[config.mk]
export PLATFORM = sky130hd
export DESIGN_NAME = capture_writer
export DESIGN_NICKNAME = d
export VERILOG_FILES = /design/src/design/mem_geom_pkg.sv /design/src/design/stream_pkg.sv /design/src/design/capture_writer.sv
export SDC_FILE = /design/constraint.sdc
export NUM_CORES = 1
export LEC_CHECK = 0
export BUFFER_PORTS_ARGS = -buffer_cell sky130_fd_sc_hd__buf_2
export CORE_AREA = 3 3 73 75
export DETAILED_ROUTE_END_ITERATION = 10
export DIE_AREA = 0 0 76 78
export PLACE_DENSITY = 0.75
export SETUP_SLACK_MARGIN = 0.15
export SLEW_MARGIN = 20
export SYNTH_ARGS = -nofsm -noshare
export SYNTH_HDL_FRONTEND = slang
export SYNTH_SLANG_ARGS = --single-unit
[constraint.sdc]
create_clock -name axi_aclk -period 1.6 [get_ports axi_aclk]
set_input_delay 0.08 -clock axi_aclk [delete_from_list [all_inputs] [get_ports axi_aclk]]
set_output_delay 0.08 -clock axi_aclk [all_outputs]
set_load 0.02 [all_outputs]
[src/design/mem_geom_pkg.sv]
//**************************************************************************
// Capture memory geometry: depth, address width and fill count width
//**************************************************************************

package mem_geom_pkg;

  // Stream words held in the on-chip capture store
  localparam int mem_depth = 256;

  // Address into the capture store
  localparam int mem_addr_w = $clog2(mem_depth);

  // Fill count has to reach mem_depth itself, hence one extra bit
  localparam int mem_ptr_w = mem_addr_w + 1;

endpackage

[src/design/stream_pkg.sv]
//**************************************************************************
// Stream word widths, output FIFO sizing and replay sequencer states
//**************************************************************************

package stream_pkg;

  // AXI stream payload
  localparam int data_w = 64;

  // Stored word is tlast on top of tdata
  localparam int mem_word_w = data_w + 1;

  // Output FIFO entries
  localparam int out_depth = 4;
  localparam int out_idx_w = $clog2(out_depth);
  // Occupancy counters must hold out_depth
  localparam int out_cnt_w = $clog2(out_depth + 1);

  // Replay sequencer states
  typedef enum logic [0:0] {
    seq_idle = 1'b0,
    seq_read = 1'b1
  } seq_state_t;

endpackage

[src/design/capture_writer.sv]
//**************************************************************************
// Capture writer: slave stream into the capture memory, tracks the end
// of the last completed packet
//**************************************************************************

`timescale 1ns/100ps

module capture_writer (
  input  logic                              axi_aclk,
  input  logic                              reset,
  input  logic                              sw_rst,
  input  logic [stream_pkg::data_w-1:0]     s_axis_tdata,
  input  logic                              s_axis_tvalid,
  input  logic                              s_axis_tlast,
  input  logic                              replay_busy,
  output logic                              s_axis_tready,
  output logic                              wr_en,
  output logic [mem_geom_pkg::mem_addr_w-1:0] wr_addr,
  output logic [stream_pkg::mem_word_w-1:0] wr_word,
  output logic [mem_geom_pkg::mem_ptr_w-1:0] capture_end
);

  import mem_geom_pkg::*;

  // Words stored so far, including an unfinished packet
  logic [mem_ptr_w-1:0] fill_ptr;
  logic                 mem_full;
  logic                 accept;

  assign mem_full = (fill_ptr == mem_ptr_w'(mem_depth));

  // No new words while the sequencer is reading the store
  assign s_axis_tready = !mem_full && !replay_busy;
  assign accept        = s_axis_tvalid && s_axis_tready;

  // Write goes straight through on the accepting edge
  assign wr_en   = accept;
  assign wr_addr = fill_ptr[mem_addr_w-1:0];
  assign wr_word = {s_axis_tlast, s_axis_tdata};

  always_ff @(posedge axi_aclk) begin
    if (reset || sw_rst) begin
      fill_ptr    <= '0;
      capture_end <= '0;
    end else if (accept) begin
      fill_ptr <= fill_ptr + mem_ptr_w'(1);
      // Packet boundary moves only on tlast
      if (s_axis_tlast) begin
        capture_end <= fill_ptr + mem_ptr_w'(1);
      end
    end
  end

  // Fill pointer stops at the top of the store
  a_fill_bound: assert property (
    @(posedge axi_aclk) disable iff (reset)
    fill_ptr <= mem_ptr_w'(mem_depth)
  ) else $error("capture fill pointer ran past the memory depth");

endmodule

* Yosys cells after proc, flatten, opt, wreduce, memory -nomap -nowiden
Index checks and enable logic that the tools add are counted.
Operators by class: eq/ne operators 1, reductions and logical operators 6, $add $sub $neg 1
Operators with widths (count):
- 9-bit by 1-bit adder with 9-bit output (second input constant) | 1
- 9-bit equality test (second input constant) | 1
- 1-bit logical AND | 2
- 1-bit logical NOT | 2
- 2-bit AND reduction | 1
- 1-bit logical OR | 1
Word-level totals: flip-flop bits (word level) 18, output and inout bits 84, word-level logic and storage cells 10

* Logic depth before layout (Yosys ltp)
depth in word-level cells 5, mapped depth 7, mapped depth without buffers 6

* Worst setup path after synthesis
Ideal clock, no wire load.
path type register to register, from register fill_ptr[0], to register fill_ptr[8], period minus slack after synthesis 1.831 ns, path slack -0.231 ns, cell stages (with the launch flop) 7, buffers on the path 0, arrival 1.715 ns, data required time 1.484 ns, cell sequence dfxtp_1 -> inv_1 -> ha_1 -> nor4b_4 -> a21oi_1 -> a21oi_1 -> a31o_2
On the way: longest elaborated chain between the ends 4, elaborated cells on any way between the ends 5, classes of those cells add/sub (1); eq/ne (1); reduce/logical (3)
RTL lines:
- start, declared | RTL line capture_writer.sv:26 | logic [mem_ptr_w-1:0] fill_ptr;
- start signal, assigned | RTL line capture_writer.sv:46 | fill_ptr <= fill_ptr + mem_ptr_w'(1);
- start signal, assigned | RTL line capture_writer.sv:57 | fill_ptr <= mem_ptr_w'(mem_depth)
- 9-bit equality test | RTL line capture_writer.sv:30 | assign mem_full = (fill_ptr == mem_ptr_w'(mem_depth));
- 1-bit logical NOT | RTL line capture_writer.sv:33 | assign s_axis_tready = !mem_full && !replay_busy;
- 1-bit logical AND | RTL line capture_writer.sv:33
- 1-bit logical AND | RTL line capture_writer.sv:34 | assign accept = s_axis_tvalid && s_axis_tready;
- named net wr_en | RTL line capture_writer.sv:17 | output logic wr_en,
The timed path passes the listed nets, and every way through them passes these cells. A chain may end at the register's enable or synchronous reset.

* Worst setup path in the final report
from register fill_ptr[1], to output wr_en
On the way: longest elaborated chain between the ends 4
RTL lines (RTL line):
- 9-bit equality test | capture_writer.sv:30
- 1-bit logical NOT | capture_writer.sv:33
- 1-bit logical AND | capture_writer.sv:33
- 1-bit logical AND | capture_writer.sv:34
- end, declared | capture_writer.sv:17
No other way between the ends.

==> metrics.md <==
| Metric | Value |
|---|---|
| Status | finished clean |
| Peak per-stage delay on the critical path | 0.35 ns |
| Final Net Count | 221 |
| Initial antenna violation count | 0 |
| Pwr/cell area | 603.8 mW/mm^2 |
| FMAX | 633.6 MHz |
| CP max FO | 5 |
| Ant diodes | 0 |
| CP max-delay cell | dfxtp_2 |
| Critical Path Start Type | flip-flop |
| Drt wl/cell | 14.45 um |
| I/O Buffers | 25 |
| Setup CP Type | flip-flop to primary output |
| Top Ports | 154 |
| Sw frac | 24.12% |
| Hold crit path type | input port to primary output |
| Worst slew pin tran | 0.4746 ns |
| Initial core utilization | 31.47% |
| Vias in the first global route | 916 |
| Vias per cell | 4.251 |
| Most frequent cells in the layout | 23 x buf_2, 19 x buf_4, 15 x dfxtp_1 |
| Design area | 0.001496 sq mm |
| Yosys top cell area share | 36.87% |
| WP data required | 1.52 ns |
| Fin cells | 215 |
| Clk sink count | 18 |
| Synthesized net count | 246 |
| Placer congestion estimate | 0.7566 |
| Final hold vios | 0 |
| Max_slew headroom | 68.24% |
| Die H | 78 um |
| Clk pwr share | 35.8% |
| Max Cap Viol | 0 |
| Mapped cell area | 0.001486 sq mm |
| Iteration-0 DRC Markers | 35 |
| Sequential element share of the synthesized area | 24.24% |
| Cell taking the most area after synthesis | buf_4 |
| Leak | 0.5742 nW |
| Max H-tree Level | 1 |
| Die W | 76 um |
| Mapped Avg Cell Area | 8.543 sq um |
| FF+latch count, synth | 18 |
| Core region area | 0.004723 sq mm |
| Via count | 914 |
| Clock skew | 0.001884 ns |
| Min Clock Period, post-route | 1.578 ns |
| Crit. End Element | primary output |
| Synth cell types | 27 |
| Global-route wire length before repair | 4.457 mm |
| CTS Buffer Depth | 2 |
| Buf/Inv on CP | 3 |
| Sw Pwr | 0.2179 mW |
| Grt total ovfl | 0 |
| Crit path DAT | 1.50 ns |
| Synth Instances | 174 |
| Top post-synthesis cells by area | buf_4 37%, dfxtp_1 24%, xnor2_1 5.9%, nor2_1 4.3%, a211oi_2 3.4% |
| Area Overhead vs Synth | 0.6737% |
| Syn. warnings | 0 |
| Util after Layout | 31.68% |
| P_int | 0.6856 mW |
| Most common cell after layout, fill and taps aside | buf_2 |
| Layout cells sized above 1 | 60.14% |
| Row count | 25 |
| Unrepaired setup endpoints after global routing | yes |
| DR pass1 iterations | 4 |
| Slew Limit Fails | 0 |
| Post-DRT Antenna Nets | 0 |
| Seq pwr share | 50.6% |
| Crit path max-delay family | buffers and inverters |
| CTS tree | yes |
| Num CTS Buffers | 3 |
| Crit-path cells | inv_2 > ha_4 > nor4b_4 > buf_4 > a21oi_4 > buf_6 |
| Clock transition at path regs | 0.07 ns |
| Die Area | 0.005928 sq mm |
| GRT Resource Usage Total | 9.521% |
| Tcrit/Tclk final | 98.65% |
| Clock latency on the worst-skew pair | 0.25 ns |
| DRC Markers | 0 |
| HPWL Detailed | 2.071 mm |
| Gate power share | 13.6% |
| Routed wire length | 3.106 mm |
| VDD IR max | 0.2237 mV |
| # setup viols final | 0 |
| CTS root buf | clkbuf_8 |
| Largest net degree at the start of global routing | 15 |
| Worst slack at placement | 0.03328 ns |
| Cells after DPL | 197 |
| Final worst-path setup slack | 0.02164 ns |
| Placed Area | 0.001204 sq mm |
## stage by stage
stage / hold WS, ns / power (mW) / TNS (ns)
6_report: 0.1600 / 0.9035 / 0
3_3_place_gp: 0.1601 / 0.5488 / 0
3_5_place_dp: 0.1601 / 0.5507 / 0
5_1_grt: 0.1600 / 0.9456 / -0.07193
2_1_floorplan: 0.2369 / 0.7592 / 0
4_1_cts: 0.1483 / 0.8871 / 0
## worst paths after layout
path / startpoint / to / slack (ns) / depth (start not counted)
max reg2reg: fill_ptr[1] / capture_end[3] / 0.07 / 7
max: fill_ptr[1] / wr_en / 0.02 / 6
min reg2reg: capture_end[2] / capture_end[2] / 0.49 / 2
min: s_axis_tdata[17] / wr_word[17] / 0.16 / 0
## worst reg2reg max path, delay by kind of cell (launching register included)
| family | cells | cell delay, ns |
|---|---|---|
| AO/OA/AOI/OAI | 2 | 0.51 |
| flip-flops | 1 | 0.35 |
| buffers and inverters | 2 | 0.28 |
| AND/OR/NAND/NOR | 2 | 0.18 |
| adder cells (fa/ha/maj) | 1 | 0.15 |
## flip-flops by register name, indices dropped and copies added (netlist names)
| register | count |
|---|---|
| capture_end | 9 |
| fill_ptr | 9 |
## layer usage
metal	GRT usage, %	up-vias	part of all wire (%)
met5	0	-	0
li1	-	433	-
met4	6.159	0	2.6
met2	14.63	36	50
met3	4.640	16	9.0
met1	10.47	429	38
## Yosys cell counts, drive strengths merged
library cell,number
a211oi,7
a21oi,8
a31o,1
buf,77
clkbuf,3
dfxtp,18
ha,2
inv,5
mux2i,2
nand2,2
nand2b,1
nand3,3
nand4,2
nor2,17
nor3,3
nor4b,2
o21ai,5
or2,2
or3,1
xnor2,10
xor2,3
## cells by family after synthesis
kind of cell | share of synthesized area (%)
xor+xnor | 7.660
compound gates | 10.69
mux | 1.347
fa+ha+maj | 1.683
buf+inv | 41.83
simple gates | 12.54
flops | 24.24
## power groups by stage
stage	combinational, mW	sequential [mW]	clock [mW]
after global routing	0.133	0.458	0.355
after CTS	0.0983	0.455	0.334
after detailed placement	0.0852	0.465	0
final	0.123	0.457	0.324
after global placement	0.0835	0.465	0
after floorplan	0.287	0.472	0
## repair_timing
action                     CTS  global route
gates resized for setup      5            34
setup endpoints to repair   11            18
gates cloned                 0             1
hold buffers                 0             0
pin swaps                    0            13
setup buffers                7             6
## layout make-up
cell class                 count  area, sq um
multi-input combinational     71        634.4
inverter                       5        18.77
timing repair buffer          50        347.8
clock buffer                   4        45.04
fill                         489         3227
sequential                    18        366.6
tap                           67        83.83
Power figures use the tool's default switching activity.
