File: config.mk
export PLATFORM = sky130hd
export DESIGN_NAME = replay_sequencer
export DESIGN_NICKNAME = d
export VERILOG_FILES = /design/src/design/mem_geom_pkg.sv /design/src/design/stream_pkg.sv /design/src/design/replay_sequencer.sv
export SDC_FILE = /design/constraint.sdc
export NUM_CORES = 1
export LEC_CHECK = 0
export BUFFER_PORTS_ARGS = -buffer_cell sky130_fd_sc_hd__buf_2
export CAP_MARGIN = 15
export CORE_MARGIN = 10
export CORE_UTILIZATION = 43
export CTS_CLUSTER_DIAMETER = 100
export CTS_CLUSTER_SIZE = 20
export DETAILED_ROUTE_END_ITERATION = 6
export MAX_ROUTING_LAYER = met4
export SYNTH_ARGS = -nofsm -noshare
export SYNTH_HDL_FRONTEND = slang
export SYNTH_SLANG_ARGS = --single-unit
File: constraint.sdc
create_clock -name axi_aclk -period 1.85 [get_ports axi_aclk]
set_input_delay 0.0925 -clock axi_aclk [delete_from_list [all_inputs] [get_ports axi_aclk]]
set_output_delay 0.0925 -clock axi_aclk [all_outputs]
set_load 0.01 [all_outputs]
File: src/design/mem_geom_pkg.sv
//**************************************************************************
// Capture memory geometry: depth, address width and fill count width
//**************************************************************************

package mem_geom_pkg;

  // Stream words held in the on-chip capture store
  localparam int mem_depth = 256;

  // Address into the capture store
  localparam int mem_addr_w = $clog2(mem_depth);

  // Fill count has to reach mem_depth itself, hence one extra bit
  localparam int mem_ptr_w = mem_addr_w + 1;

endpackage

File: src/design/stream_pkg.sv
//**************************************************************************
// Stream word widths, output FIFO sizing and replay sequencer states
//**************************************************************************

package stream_pkg;

  // AXI stream payload
  localparam int data_w = 64;

  // Stored word is tlast on top of tdata
  localparam int mem_word_w = data_w + 1;

  // Output FIFO entries
  localparam int out_depth = 4;
  localparam int out_idx_w = $clog2(out_depth);
  // Occupancy counters must hold out_depth
  localparam int out_cnt_w = $clog2(out_depth + 1);

  // Replay sequencer states
  typedef enum logic [0:0] {
    seq_idle = 1'b0,
    seq_read = 1'b1
  } seq_state_t;

endpackage

File: src/design/replay_sequencer.sv
//**************************************************************************
// Replay sequencer: walks the captured addresses under output credit
//**************************************************************************

`timescale 1ns/100ps

module replay_sequencer (
  input  logic                                axi_aclk,
  input  logic                                reset,
  input  logic                                sw_rst,
  input  logic                                replay_start,
  input  logic [mem_geom_pkg::mem_ptr_w-1:0]  capture_end,
  input  logic                                credit_ok,
  output logic                                rd_en,
  output logic [mem_geom_pkg::mem_addr_w-1:0] rd_addr,
  output logic                                replay_busy
);

  import mem_geom_pkg::*;
  import stream_pkg::*;

  seq_state_t           state;
  // Next address to issue and the end latched at start
  logic [mem_ptr_w-1:0] rd_ptr;
  logic [mem_ptr_w-1:0] end_ptr;
  logic [mem_ptr_w-1:0] rd_next;

  assign rd_next     = rd_ptr + mem_ptr_w'(1);
  assign replay_busy = (state == seq_read);

  always_ff @(posedge axi_aclk) begin
    if (reset || sw_rst) begin
      state   <= seq_idle;
      rd_en   <= 1'b0;
      rd_addr <= '0;
      rd_ptr  <= '0;
      end_ptr <= '0;
    end else begin
      rd_en <= 1'b0;
      case (state)
        seq_idle: begin
          // Nothing to play back without a completed packet
          if (replay_start && capture_end != '0) begin
            state   <= seq_read;
            end_ptr <= capture_end;
            rd_ptr  <= '0;
          end
        end
        seq_read: begin
          if (credit_ok) begin
            rd_en   <= 1'b1;
            rd_addr <= rd_ptr[mem_addr_w-1:0];
            rd_ptr  <= rd_next;
            if (rd_next == end_ptr) begin
              state <= seq_idle;
            end
          end
        end
        default: state <= seq_idle;
      endcase
    end
  end

  // Reads stay inside the region completed at start
  a_rd_in_range: assert property (
    @(posedge axi_aclk) disable iff (reset)
    rd_en |-> ({1'b0, rd_addr} < end_ptr)
  ) else $error("replay read address at or beyond the latched end");

endmodule

# Word level (Yosys, flattened, before mapping)
# Cells that the tools add are included.
# word_totals
wordCells	25
register_bits	28
output_inout_bits	10
# classes
bitwise	1
n_mux	8
addsub	1
reduce_logical	7
eq_ne	3
# ops
cell	count
9-bit 2-to-1 mux	2
9-bit case mux with 2 select lines	1
9-bit by 1-bit adder with 9-bit output (second input constant)	1
9-bit equality test	1
9-bit nonzero test	1
2-bit AND reduction	3
1-bit 2-to-1 mux	4
2-bit != test (second input constant)	2
1-bit case mux with 2 select lines	1
2-bit OR reduction	1
1-bit logical AND	1
1-bit logical OR	1
1-bit NOT	1

# Longest topological paths before layout
# logic_depth
ltp_word	5
depth_mapped	6

# Least setup slack after synthesis
# Ideal clock, no wire load.
# synth_timing
kind	register to register
from	register rd_ptr[0]
to	register state (netlist: replay_busy)
t_arrival_ns	1.488
period_less_slack_ns	1.618
required_time_ns	1.720
stages_incl_launch_ff	7
setup_ns	0.130
setup_slack_ns	0.232
cell_sequence	dfxtp_1 -> ha_1 -> and2_2 -> and4_1 -> xnor2_1 -> nor4b_1 -> a31oi_1
# synth_via
elab_chain_cells	5
# synth_rtl
element	line	source
start, declared	replay_sequencer.sv:24	logic [mem_ptr_w-1:0] rd_ptr;
start signal, assigned	replay_sequencer.sv:53	rd_ptr <= rd_next;
9-bit by 1-bit adder with 9-bit output	replay_sequencer.sv:28	assign rd_next = rd_ptr + mem_ptr_w'(1);
9-bit equality test	replay_sequencer.sv:54	if (rd_next == end_ptr) begin
1-bit 2-to-1 mux	replay_sequencer.sv:54	
1-bit 2-to-1 mux	replay_sequencer.sv:50	if (credit_ok) begin
1-bit case mux with 2 select lines	replay_sequencer.sv:40	case (state)
end signal, assigned	replay_sequencer.sv:44	state <= seq_read;
end signal, assigned	replay_sequencer.sv:55	state <= seq_idle;
end signal, assigned	replay_sequencer.sv:59	default: state <= seq_idle;
end, declared	replay_sequencer.sv:22	seq_state_t state;
# No other way between the ends.
# A chain may end at the register's enable or synchronous reset.

# Final worst setup path
# layout_timing
from	input capture_end[1] (netlist name)
to	register end_ptr[1]
# layout_via
elab_chain_cells	3
# layout_rtl
element	line	source
start, declared	replay_sequencer.sv:12	input logic [mem_geom_pkg::mem_ptr_w-1:0] capture_end,
9-bit nonzero test	replay_sequencer.sv:43	if (replay_start && capture_end != '0) begin
1-bit logical AND	replay_sequencer.sv:43	
2-bit AND reduction (no line)	-	
end signal, assigned	replay_sequencer.sv:45	end_ptr <= capture_end;
end, declared	replay_sequencer.sv:25	logic [mem_ptr_w-1:0] end_ptr;
# Several ways; a longest one is shown, not always the timed one.

==> flow_summary.toml <==
[outcome]
status = "finished clean"

[setup_path]
cp_slowest_stage_delay_ps = 550
path_cells = "dlygate4sd3_1 > buf_2 > or3_2 > o31ai_4 > buf_4 > mux2i_1 > nor2_1"
path_max_fanout = 5
end_kind = "flip-flop"
startpoint_type = "input port"
cp_slowest_cell = "dlygate4sd3_1"
crit_type = "in2reg"
arrival_ps = 2000
crit_required_ps = 2070

[logic_synthesis]
synth.distinct_cells = 38
syn_area_mm2 = 0.00140
yosys_warnings = 0
synth_cells = 165
seq_area_frac_synth_pct = 39.9
synth_area_leaders = "dfxtp_1 (40%), nand2_1 (7.0%), xnor2_1 (6.9%)"
synth_nets = 180
synth_top_cell_area_share_pct = 39.9
yosysTopAreaCell = "dfxtp_1"
ys_seq_elements = 28
synth_area_per_cell_um2 = 8.51

[detailed_routing]
antenna_left = 0
routed_wl_um = 3270
vias_per_cell = 5.09
vias = 1222
drcViolationCount = 0
drt_iter0_markers = 80
wl_per_cell_um = 13.6
first_pass_iters = 4

[sta]
min_period_over_period_pct = 96.6
fin_crit_ps = 1790
grt_setup_unrepaired = "false"
final_max_slew_viol_count = 0
tns_ps = 0
hold_violations = 0
setup_viol = 0
fin_skew_ps = 1.99
worst_pin_slew_ps = 594
relSlewSlack_pct = 60.4
fmax_mhz = 560

[clocking]
cts_inserted_buffers = 3
clkLatencyLatePin_ps = 330
cts.sinks = 28
htreeDepth = 1
cts_tree = "yes"
cts_root_buf = "clkbuf_4"
cts_buffer_depth = 2
clkTransAtPathRegs_ps = 150

[global_route]
grt_max_degree = 29
met3_usage_pct = 2.10
antenna_found_initial = 0
grtUsageMet1_pct = 13.5
grt_pass1_wl_um = 5530
grt_busiest_layer = "met2"
grt_usage_pct = 11.3
use_met2_pct = 18.6
grt_pass1_vias = 1203
gr-total-overflow = 0

[layout]
insertedDiodeCount = 0
final_nets = 212
layout_commonest_cell = "dfxtp_1"
postLayoutCoreUtil_pct = 54.3
mostFrequentLayoutCells = "dfxtp_1 (28), nand2_1 (26), nor2_1 (23), buf_2 (23), a21oi_1 (13)"
layout-drive-gt1-share_pct = 27.0
areaGrowthSynthToFinish_pct = 19.1

[power]
power_leakage_uw = 0.000645
vdd_ir_drop_max_mv = 0.330
fin_total_pwr_uw = 1140
pwr_density_cell_mw_per_mm2 = 683

[floorplan]
core_mm2 = 0.00308
die_height_um = 77.1
num_rows = 20
fp.dieW_um = 77.1
die_area_mm2 = 0.00595
pin_count = 24
start_util_pct = 45.6

[placed_design]
dp_hpwl_um = 2490
portBuffers = 23
place_congestion = 0.874

[run]
drv_cap = 0

[worst_hold_path]
holdCritPathClass = "in2reg"
==> kinds of logic after synthesis <==
| group | count (synthesis) | synth area share (%) |
|---|---|---|
| buffers and inverters | 11 | 5.44 |
| AO/OA/AOI/OAI | 36 | 18.4 |
| XOR/XNOR | 12 | 7.49 |
| adder cells (fa/ha/maj) | 1 | 0.891 |
| flip-flops | 28 | 39.9 |
| AND/OR/NAND/NOR | 71 | 23.6 |
| multiplexers | 6 | 4.28 |
==> area by class of cell <==
| cell class | instances | area (um2) |
|---|---|---|
| Inverter | 2 | 7.51 |
| Tap cell | 44 | 55.1 |
| Sequential cell | 28 | 561 |
| Multi-Input combinational cell | 126 | 767 |
| Timing Repair Buffer | 36 | 229 |
| Clock inverter | 1 | 30.0 |
| Clock buffer | 3 | 22.5 |
| Fill cell | 313 | 1410 |
==> metal layers <==
layer,wire [um],vias to the layer above
met4,29,0
met1,1500,559
met2,1610,25
li1,-,634
met5,0,-
met3,130,4
==> cells in the mapped netlist <==
| library cell | count |
|---|---|
| nor2_1 | 23 |
| xor2_1 | 1 |
| nand3b_1 | 1 |
| a211o_1 | 1 |
| and2b_1 | 1 |
| and3_1 | 2 |
| a21o_1 | 1 |
| o21ai_2 | 5 |
| buf_6 | 4 |
| a31oi_1 | 2 |
| and2_2 | 1 |
| a221oi_1 | 1 |
| xnor2_1 | 11 |
| or4_4 | 1 |
| buf_4 | 1 |
| nor4b_1 | 1 |
| dfxtp_1 | 28 |
| clkbuf_2 | 1 |
| o31ai_4 | 1 |
| nand2_1 | 26 |
| nand4_1 | 1 |
| o31ai_1 | 1 |
| nor3_1 | 1 |
| ha_1 | 1 |
| and2_1 | 1 |
| a311oi_1 | 1 |
| a21oi_1 | 13 |
| inv_1 | 2 |
| a21oi_2 | 5 |
| and2_4 | 1 |
| a22oi_1 | 2 |
| mux2i_1 | 6 |
| o21ai_0 | 3 |
| or3_2 | 2 |
| or2_2 | 2 |
| clkbuf_1 | 3 |
| nand3_1 | 6 |
| and4_1 | 1 |
==> stage by stage <==
step / setup WS, ps / cell area, um2 / hold slack [ps] / std cells
after global routing: 0.0826 / 1670 / 12.6 / 240
after floorplan: 232 / 1400 / 226 / 165
final: 63.4 / 1670 / 8.26 / 240
after detailed placement: 122 / 1570 / 344 / 231
after global placement: 169 / 1570 / 335 / 231
after CTS: 65.3 / 1670 / 0.563 / 240
==> power by group <==
group / internal (uW) / total (uW) / switching [uW]
sequential: 611 / 618 / 6.55
clock: 219 / 407 / 188
combinational: 54.0 / 116 / 62.5
total: 885 / 1140 / 257
==> repair_timing <==
action,in CTS,in global routing
hold endpoints to repair,5,0
setup endpoints to repair,0,2
hold buffers,5,0
gates resized for setup,0,1
setup buffers,0,0
==> state kept, by name, summed over array words and instances, names as in the netlist <==
register and flops:
end_ptr 9, replay_busy 1, rd_ptr 9, rd_addr 8, rd_en 1
==> final timing paths <==
path	from	end	slack, ps	depth (start not counted)
min	capture_end[6]	end_ptr[6]	8	3
max	capture_end[1]	end_ptr[1]	60	7
max reg2reg	rd_ptr[0]	replay_busy	130	6
min reg2reg	rd_addr[4]	rd_addr[4]	460	2
==> critical path, delay by kind of cell <==
kind	cells	cell delay, ps
buffers and inverters	3	880
and+or+nand+nor	2	580
AOI/OAI and AO/OA	1	280
muxes	1	170
(Power assumes the default switching activity.)
