$ cat src/design/stream_pkg.sv
//**************************************************************************
// Stream word widths, output FIFO sizing and replay sequencer states
//**************************************************************************

package stream_pkg;

  // AXI stream payload
  localparam int data_w = 64;

  // Stored word is tlast on top of tdata
  localparam int mem_word_w = data_w + 1;

  // Output FIFO entries
  localparam int out_depth = 4;
  localparam int out_idx_w = $clog2(out_depth);
  // Occupancy counters must hold out_depth
  localparam int out_cnt_w = $clog2(out_depth + 1);

  // Replay sequencer states
  typedef enum logic [0:0] {
    seq_idle = 1'b0,
    seq_read = 1'b1
  } seq_state_t;

endpackage

$ cat src/design/replay_out_buffer.sv
//**************************************************************************
// Replay output buffer: small FIFO with read credit, drives the master
// stream under back-pressure
//**************************************************************************

`timescale 1ns/100ps

module replay_out_buffer (
  input  logic                              axi_aclk,
  input  logic                              reset,
  input  logic                              sw_rst,
  input  logic                              rd_en,
  input  logic                              rd_valid,
  input  logic [stream_pkg::mem_word_w-1:0] rd_word,
  input  logic                              m_axis_tready,
  output logic                              credit_ok,
  output logic [stream_pkg::data_w-1:0]     m_axis_tdata,
  output logic                              m_axis_tlast,
  output logic                              m_axis_tvalid
);

  import stream_pkg::*;

  logic [mem_word_w-1:0] fifo_mem [out_depth];
  logic [out_idx_w-1:0]  wr_idx;
  logic [out_idx_w-1:0]  rd_idx;
  logic [out_cnt_w-1:0]  count;
  logic [out_cnt_w-1:0]  in_flight;
  logic [out_cnt_w:0]    committed;
  // A read issued in the sw_rst cycle still returns one cycle later
  logic                  drop_q;
  logic                  push;
  logic                  pop;

  assign push = rd_valid && !drop_q;
  assign pop  = m_axis_tvalid && m_axis_tready;

  // Stored words, returning reads and the read on the bus this cycle
  assign committed = (out_cnt_w + 1)'(count) + (out_cnt_w + 1)'(in_flight)
                   + (out_cnt_w + 1)'(rd_en);
  assign credit_ok = committed < (out_cnt_w + 1)'(out_depth);

  assign m_axis_tvalid = (count != '0);
  assign {m_axis_tlast, m_axis_tdata} = fifo_mem[rd_idx];

  always_ff @(posedge axi_aclk) begin
    if (push) begin
      fifo_mem[wr_idx] <= rd_word;
    end
  end

  always_ff @(posedge axi_aclk) begin
    if (reset || sw_rst) begin
      wr_idx    <= '0;
      rd_idx    <= '0;
      count     <= '0;
      in_flight <= '0;
      drop_q    <= sw_rst;
    end else begin
      drop_q <= 1'b0;
      if (push) begin
        wr_idx <= wr_idx + out_idx_w'(1);
      end
      if (pop) begin
        rd_idx <= rd_idx + out_idx_w'(1);
      end
      case ({push, pop})
        2'b10:   count <= count + out_cnt_w'(1);
        2'b01:   count <= count - out_cnt_w'(1);
        default: count <= count;
      endcase
      case ({rd_en, push})
        2'b10:   in_flight <= in_flight + out_cnt_w'(1);
        2'b01:   in_flight <= in_flight - out_cnt_w'(1);
        default: in_flight <= in_flight;
      endcase
    end
  end

  // Credit from the sequencer keeps a returning read from overflowing
  a_no_push_full: assert property (
    @(posedge axi_aclk) disable iff (reset)
    push |-> (count != out_cnt_w'(out_depth))
  ) else $error("output FIFO written while full");

endmodule

$ cat config.mk
export PLATFORM = sky130hd
export DESIGN_NAME = replay_out_buffer
export DESIGN_NICKNAME = d
export VERILOG_FILES = /design/src/design/stream_pkg.sv /design/src/design/replay_out_buffer.sv
export SDC_FILE = /design/constraint.sdc
export NUM_CORES = 1
export LEC_CHECK = 0
export BUFFER_PORTS_ARGS = -buffer_cell sky130_fd_sc_hd__buf_2
export CAP_MARGIN = 20
export CELL_PAD_IN_SITES_DETAIL_PLACEMENT = 0
export CELL_PAD_IN_SITES_GLOBAL_PLACEMENT = 1
export CORE_MARGIN = 4
export CORE_UTILIZATION = 45
export CTS_CLUSTER_DIAMETER = 60
export DETAILED_ROUTE_END_ITERATION = 16
export PLACE_DENSITY_LB_ADDON = 0.3
export SYNTH_ARGS = -nofsm -noshare
export SYNTH_HDL_FRONTEND = slang
export SYNTH_SLANG_ARGS = --single-unit
$ cat constraint.sdc
create_clock -name axi_aclk -period 3 [get_ports axi_aclk]
set_input_delay 0.6 -clock axi_aclk [delete_from_list [all_inputs] [get_ports axi_aclk]]
set_output_delay 0.6 -clock axi_aclk [all_outputs]
set_load 0.1 [all_outputs]
Yosys cells after proc, flatten, opt, wreduce, memory -nomap -nowiden. Memory sizes are Yosys's and may differ from the RTL's. A register that Yosys moved wholly into a read port is not among the register bits. Cells that the tools add are included.

Add/subtract/negate cells: 8. Order comparisons: 1. Equality and inequality tests: 4. Muxes and demuxes: 6. Reduce and logical (&&, ||, !) cells: 7.

Operators with widths (count): $pmux W3 S2 (2); $add A3 B1 Y3 const B (2); $sub A3 B1 Y3 const B (2); $add A2 B1 Y2 const B (2); $add A3 B3 Y4 (1); $add A4 B1 Y4 (1); $eq A2 B1 Y1 const B (2); $eq A2 B2 Y1 const B (2); $lt A4 B3 Y1 const B (1); $mux W2 (2); $reduce_bool A2 Y1 (2); $reduce_bool A3 Y1 (1); $logic_and A1 B1 Y1 (2); $mux W1 (2); $logic_not A1 Y1 (1); $logic_or A1 B1 Y1 (1).

Bits in registers: 11. RAM bits: 260. Bits of input ports: 71. Output and inout bits: 67. Logic and storage cells: 32. Memories: 1.

Memory list: fifo_mem (depth 4, width 65, read ports 1, clocked after memory_dff 1, write ports 1, line replay_out_buffer.sv:24) `logic [mem_word_w-1:0] fifo_mem [out_depth];`.

Longest topological paths before layout.
Word-level depth: 4. Gate-level depth with buffers: 9. Mapped depth without buffers: 8.

Least setup slack after synthesis. Ideal clock, no wire load.

Path type: register -> output. Start: register count[0]. End: output port credit_ok. Data arrival time: 5.491 ns. Setup slack: -3.091 ns. Stages on the path, launching flop included: 4. Path buffers: 0. Path through: dfxtp_1 -> ha_1 -> a21o_1 -> a2111oi_0.

Longest elaborated chain between the ends: 3.

RTL lines: start: declaration (line replay_out_buffer.sv:27) `logic [out_cnt_w-1:0] count;`; start signal: assignment (line replay_out_buffer.sv:68) `2'b10: count <= count + out_cnt_w'(1);`; start signal: assignment (line replay_out_buffer.sv:69) `2'b01: count <= count - out_cnt_w'(1);`; start signal: assignment (line replay_out_buffer.sv:70) `default: count <= count;`; $add A3 B3 Y4 (line replay_out_buffer.sv:39) `assign committed = (out_cnt_w + 1)'(count) + (out_cnt_w + 1)'(in_flight)`; $add A4 B1 Y4 (line replay_out_buffer.sv:40) `+ (out_cnt_w + 1)'(rd_en);`; $lt A4 B3 Y1 (line replay_out_buffer.sv:41) `assign credit_ok = committed < (out_cnt_w + 1)'(out_depth);`; end: declaration (line replay_out_buffer.sv:16) `output logic credit_ok,`.

Every way passes these cells.

Worst setup path after layout. Same ends and word-level chain as after synthesis.

==> impl_summary.txt <==
----------------------------------------------------
[Run status]
  Outcome ... finished, final reports clean

[Global routing]
  Initial antenna violation count ... 2
  Vias in the first global route ... 5008
  Total global routing track utilization ... 0.148
  Global-route wire length before repair ... 28500 microns
  Pin count of the biggest net entering global routing ... 66
  Overflow after GRT ... 0

[Critical path]
  Kind of capture point of the worst setup path ... output port
  Instance count on the critical path ... 4
  Depth of the worst register-to-register path ... 7
  Kind of cell with the highest combined delay on the critical path ... compound AO/OA/AOI/OAI gates
  CP required ... 2400 ps
  Chain of cells forming the critical path ... ha_1 -> a21o_1 -> a2111oi_4 -> buf_2
  Slowest-stage cell, CP ... sky130_fd_sc_hd__buf_2
  Startpoint Class ... register
  Setup slack of the most critical reg-to-reg path ... 1040 ps
  Data arrival time of the worst path ... 2210 ps
  WS Path Type ... reg2out
  Worst path max stage delay ... 470 ps
  Total buffers and inverters traversed by the critical path ... 1
  Crit path max fanout ... 6

[Synthesis]
  Register bit total from synthesis ... 273
  Sequential cell area fraction in the yosys report ... 0.797
  Compound-Gate Fraction of Synth Area ... 0.00631
  Syn. warnings ... 0
  Post-synthesis instance area ... 10100 sq um
  Fraction of synthesized cell area in xor and xnor cells ... 0.00606
  Syn nets ... 496
  Number of different library cells in the post-synthesis netlist ... 25
  Largest family of logic cells by synthesized area ... multiplexers
  Post-synthesis area per instance ... 24.4 sq um
  Mapped Cells ... 414
  Mux cell area share after synthesis ... 0.146
  Arithmetic-cell share of the synthesized area counting full adders, half adders and majority gates ... 0.0151
  Basic-gate share of the synthesized area counting and, or, nand and nor cells ... 0.00965

[Min path]
  WHS Path Cells ... 1
  Class of the worst hold path ... in2reg

[Cells and area]
  Number of fillers in the final layout ... 1684
  Utilization after layout ... 0.556
  Layout-stage area growth over the synthesis result ... 20.6%
  Final Net Count ... 672
  Register area ... 8080 sq um
  Fraction of layout cells with a size suffix above 1 ... 0.448
  Multi-input logic area ... 1880 sq um

[Pwr]
  Static leakage ... 4.11 nW
  Power consumption ... 8.16 mW
  Power per Cell Area ... 669 nW/um^2
  Switching share of total power ... 0.229
  Part of the power in the clock network ... 0.404
  Part of the total power dissipated in sequential elements ... 0.521
  Peak VDD IR ... 0.000498 V
  Part of the total power dissipated in combinational logic ... 0.075
  Internal power ... 6.29 mW
  Net load switching power ... 1.87 mW

[Die]
  Initial core utilization ... 0.461
  Site Rows ... 54
  Horizontal extent of the die ... 158 microns
  Y dimension of the die ... 158 microns
  I/O pin total ... 138
  Area of the core region ... 22000 sq um
  Total die area ... 24900 sq um

[Timing]
  Unrepaired setup endpoints after global routing ... false
  Finish-stage setup viols ... 0
  Final critical-path setup slack ... 191 ps
  Hold Vio Cnt, Final ... 0
  Final TNS setup ... 0 ps
  Slew at the pin with the worst max-slew slack ... 528 ps
  Fmax achieved ... 356 MHz
  Relative max-transition margin ... 0.650
  Pins Over Slew Limit ... 0
  Final Cycle Share ... 0.936
  Worst-case clock skew ... 21.2 ps
  Post-layout minimum cycle time ... 2810 ps

[CTS]
  Cell at the root of the clock tree ... sky130_fd_sc_hd__clkbuf_16
  Clk sink count ... 273
  Count of H-tree levels built during CTS ... 1
  Clock tree from TritonCTS ... yes
  Insertion delay to the later sink of the worst-skew pair ... 540 ps
  Maximum buffer depth of the clock tree ... 3
  Post-CTS clock slew at the launch and capture registers of the worst setup and hold paths ... 60 ps
  Total clock buffers created by CTS ... 30

[Detailed routing]
  Via count of the routed design ... 4630
  Wire length per cell after detailed routing ... 20.6 microns
  Number of vias per cell after detailed routing ... 5.19
  Drt first pass iters ... 4
  DRC viols ... 0
  Routed Antenna Nets ... 0
  Number of DRC violations after detailed-routing iteration 0 ... 222
  Overall routed net length ... 18400 microns

[Placement]
  DP HPWL ... 11500 microns
  Buffers added on ports ... 137
  Routability cong. ... 0.698
  Pre-CTS setup slack ... 605 ps

[Run]
  Maxcap violations ... 0

----------------------------------------------------
==> layout by cell type, fill, tap and decap left out, types with 8 or more instances in the layout <==
master,synthesis,routed
sky130_fd_sc_hd__inv_1,10,10
sky130_fd_sc_hd__buf_2,6,137
sky130_fd_sc_hd__nor2_1,11,11
sky130_fd_sc_hd__edfxtp_1,260,260
sky130_fd_sc_hd__clkbuf_16,0,30
sky130_fd_sc_hd__buf_4,1,17
sky130_fd_sc_hd__ha_1,9,9
sky130_fd_sc_hd__clkinv_1,0,8
sky130_fd_sc_hd__mux4_2,65,65
sky130_fd_sc_hd__dfxtp_1,13,11
==> through the flow <==
step                area, sq um  std cells  hold WS (ps)
floorplan                 10100        414           457
CTS                       12100        884           162
finish                    12200        892           188
global placement          11200        831           484
detailed placement        11200        831           493
global route              12200        891           166
==> routing by layer <==
metal	part of all wire	wire length (microns)	track usage
met1	0.40	7350	0.203
met2	0.51	9410	0.247
met3	0.068	1250	0.0369
met4	0.018	329	0.0313
met5	0.0015	27	0
==> flip-flops by register name (all words and copies together), names as in the netlist, named ones only <==
name       flops
rd_idx         2
count          3
fifo_mem     260
drop_q         1
in_flight      3
wr_idx         2
==> cell type report <==
cell class / count / area share
timing repair buffer: 161 / 0.0781
clock buffer: 35 / 0.0631
clock inverter: 18 / 0.0113
multi-input combinational: 114 / 0.154
antenna: 1 / 0.000205
tap: 280 / 0.0287
inverter: 10 / 0.00308
sequential: 273 / 0.662
==> power groups by stage <==
stage                     Combinational, mW  Sequential, mW  Clock [mW]
after floorplan                       0.459            4.33           0
after global placement                0.604            4.33           0
after detailed placement              0.615            4.33           0
after CTS                             0.616            4.25        3.39
after global routing                  0.645            4.25        3.59
final                                 0.613            4.25        3.30
==> logic make-up after synthesis <==
group | Yosys count
muxes | 66
AOI/OAI and AO/OA | 10
adders and majority gates | 11
buffers and inverters | 27
xor gates and xnor gates | 7
DFF | 273
and+or+nand+nor | 20
==> synth_stat cells (all sizes together) <==
cell type | number | area, sq um
xnor2 | 2 | 17.5
or3 | 3 | 18.8
mux4 | 65 | 1460
a2111oi | 1 | 8.76
nor2b | 1 | 6.26
nor2 | 11 | 41.3
dfxtp | 13 | 260
o31a | 1 | 8.76
clkbuf | 4 | 15.0
edfxtp | 260 | 7810
xor2 | 5 | 43.8
o311ai | 1 | 8.76
inv | 10 | 37.5
ha | 9 | 113
fa | 2 | 40.0
a21oi | 4 | 20.0
mux2i | 1 | 10.0
a21o | 1 | 7.51
o21ai | 2 | 10.0
or2 | 1 | 6.26
and2 | 4 | 25.0
buf | 13 | 149
==> final timing paths <==
path,from,endpoint
max,count[0],credit_ok
min,sw_rst,drop_q
max reg2reg,count[0],count[2]
min reg2reg,in_flight[2],in_flight[2]
==> repair_timing <==
action / 4_1_cts / 5_1_grt
resized for setup: 0 / 0
hold buffers: 0 / 0
buffers inserted: 0 / 7
setup endpoints to repair: 0 / 27
Note: power is estimated with default switching activity, not from simulation.
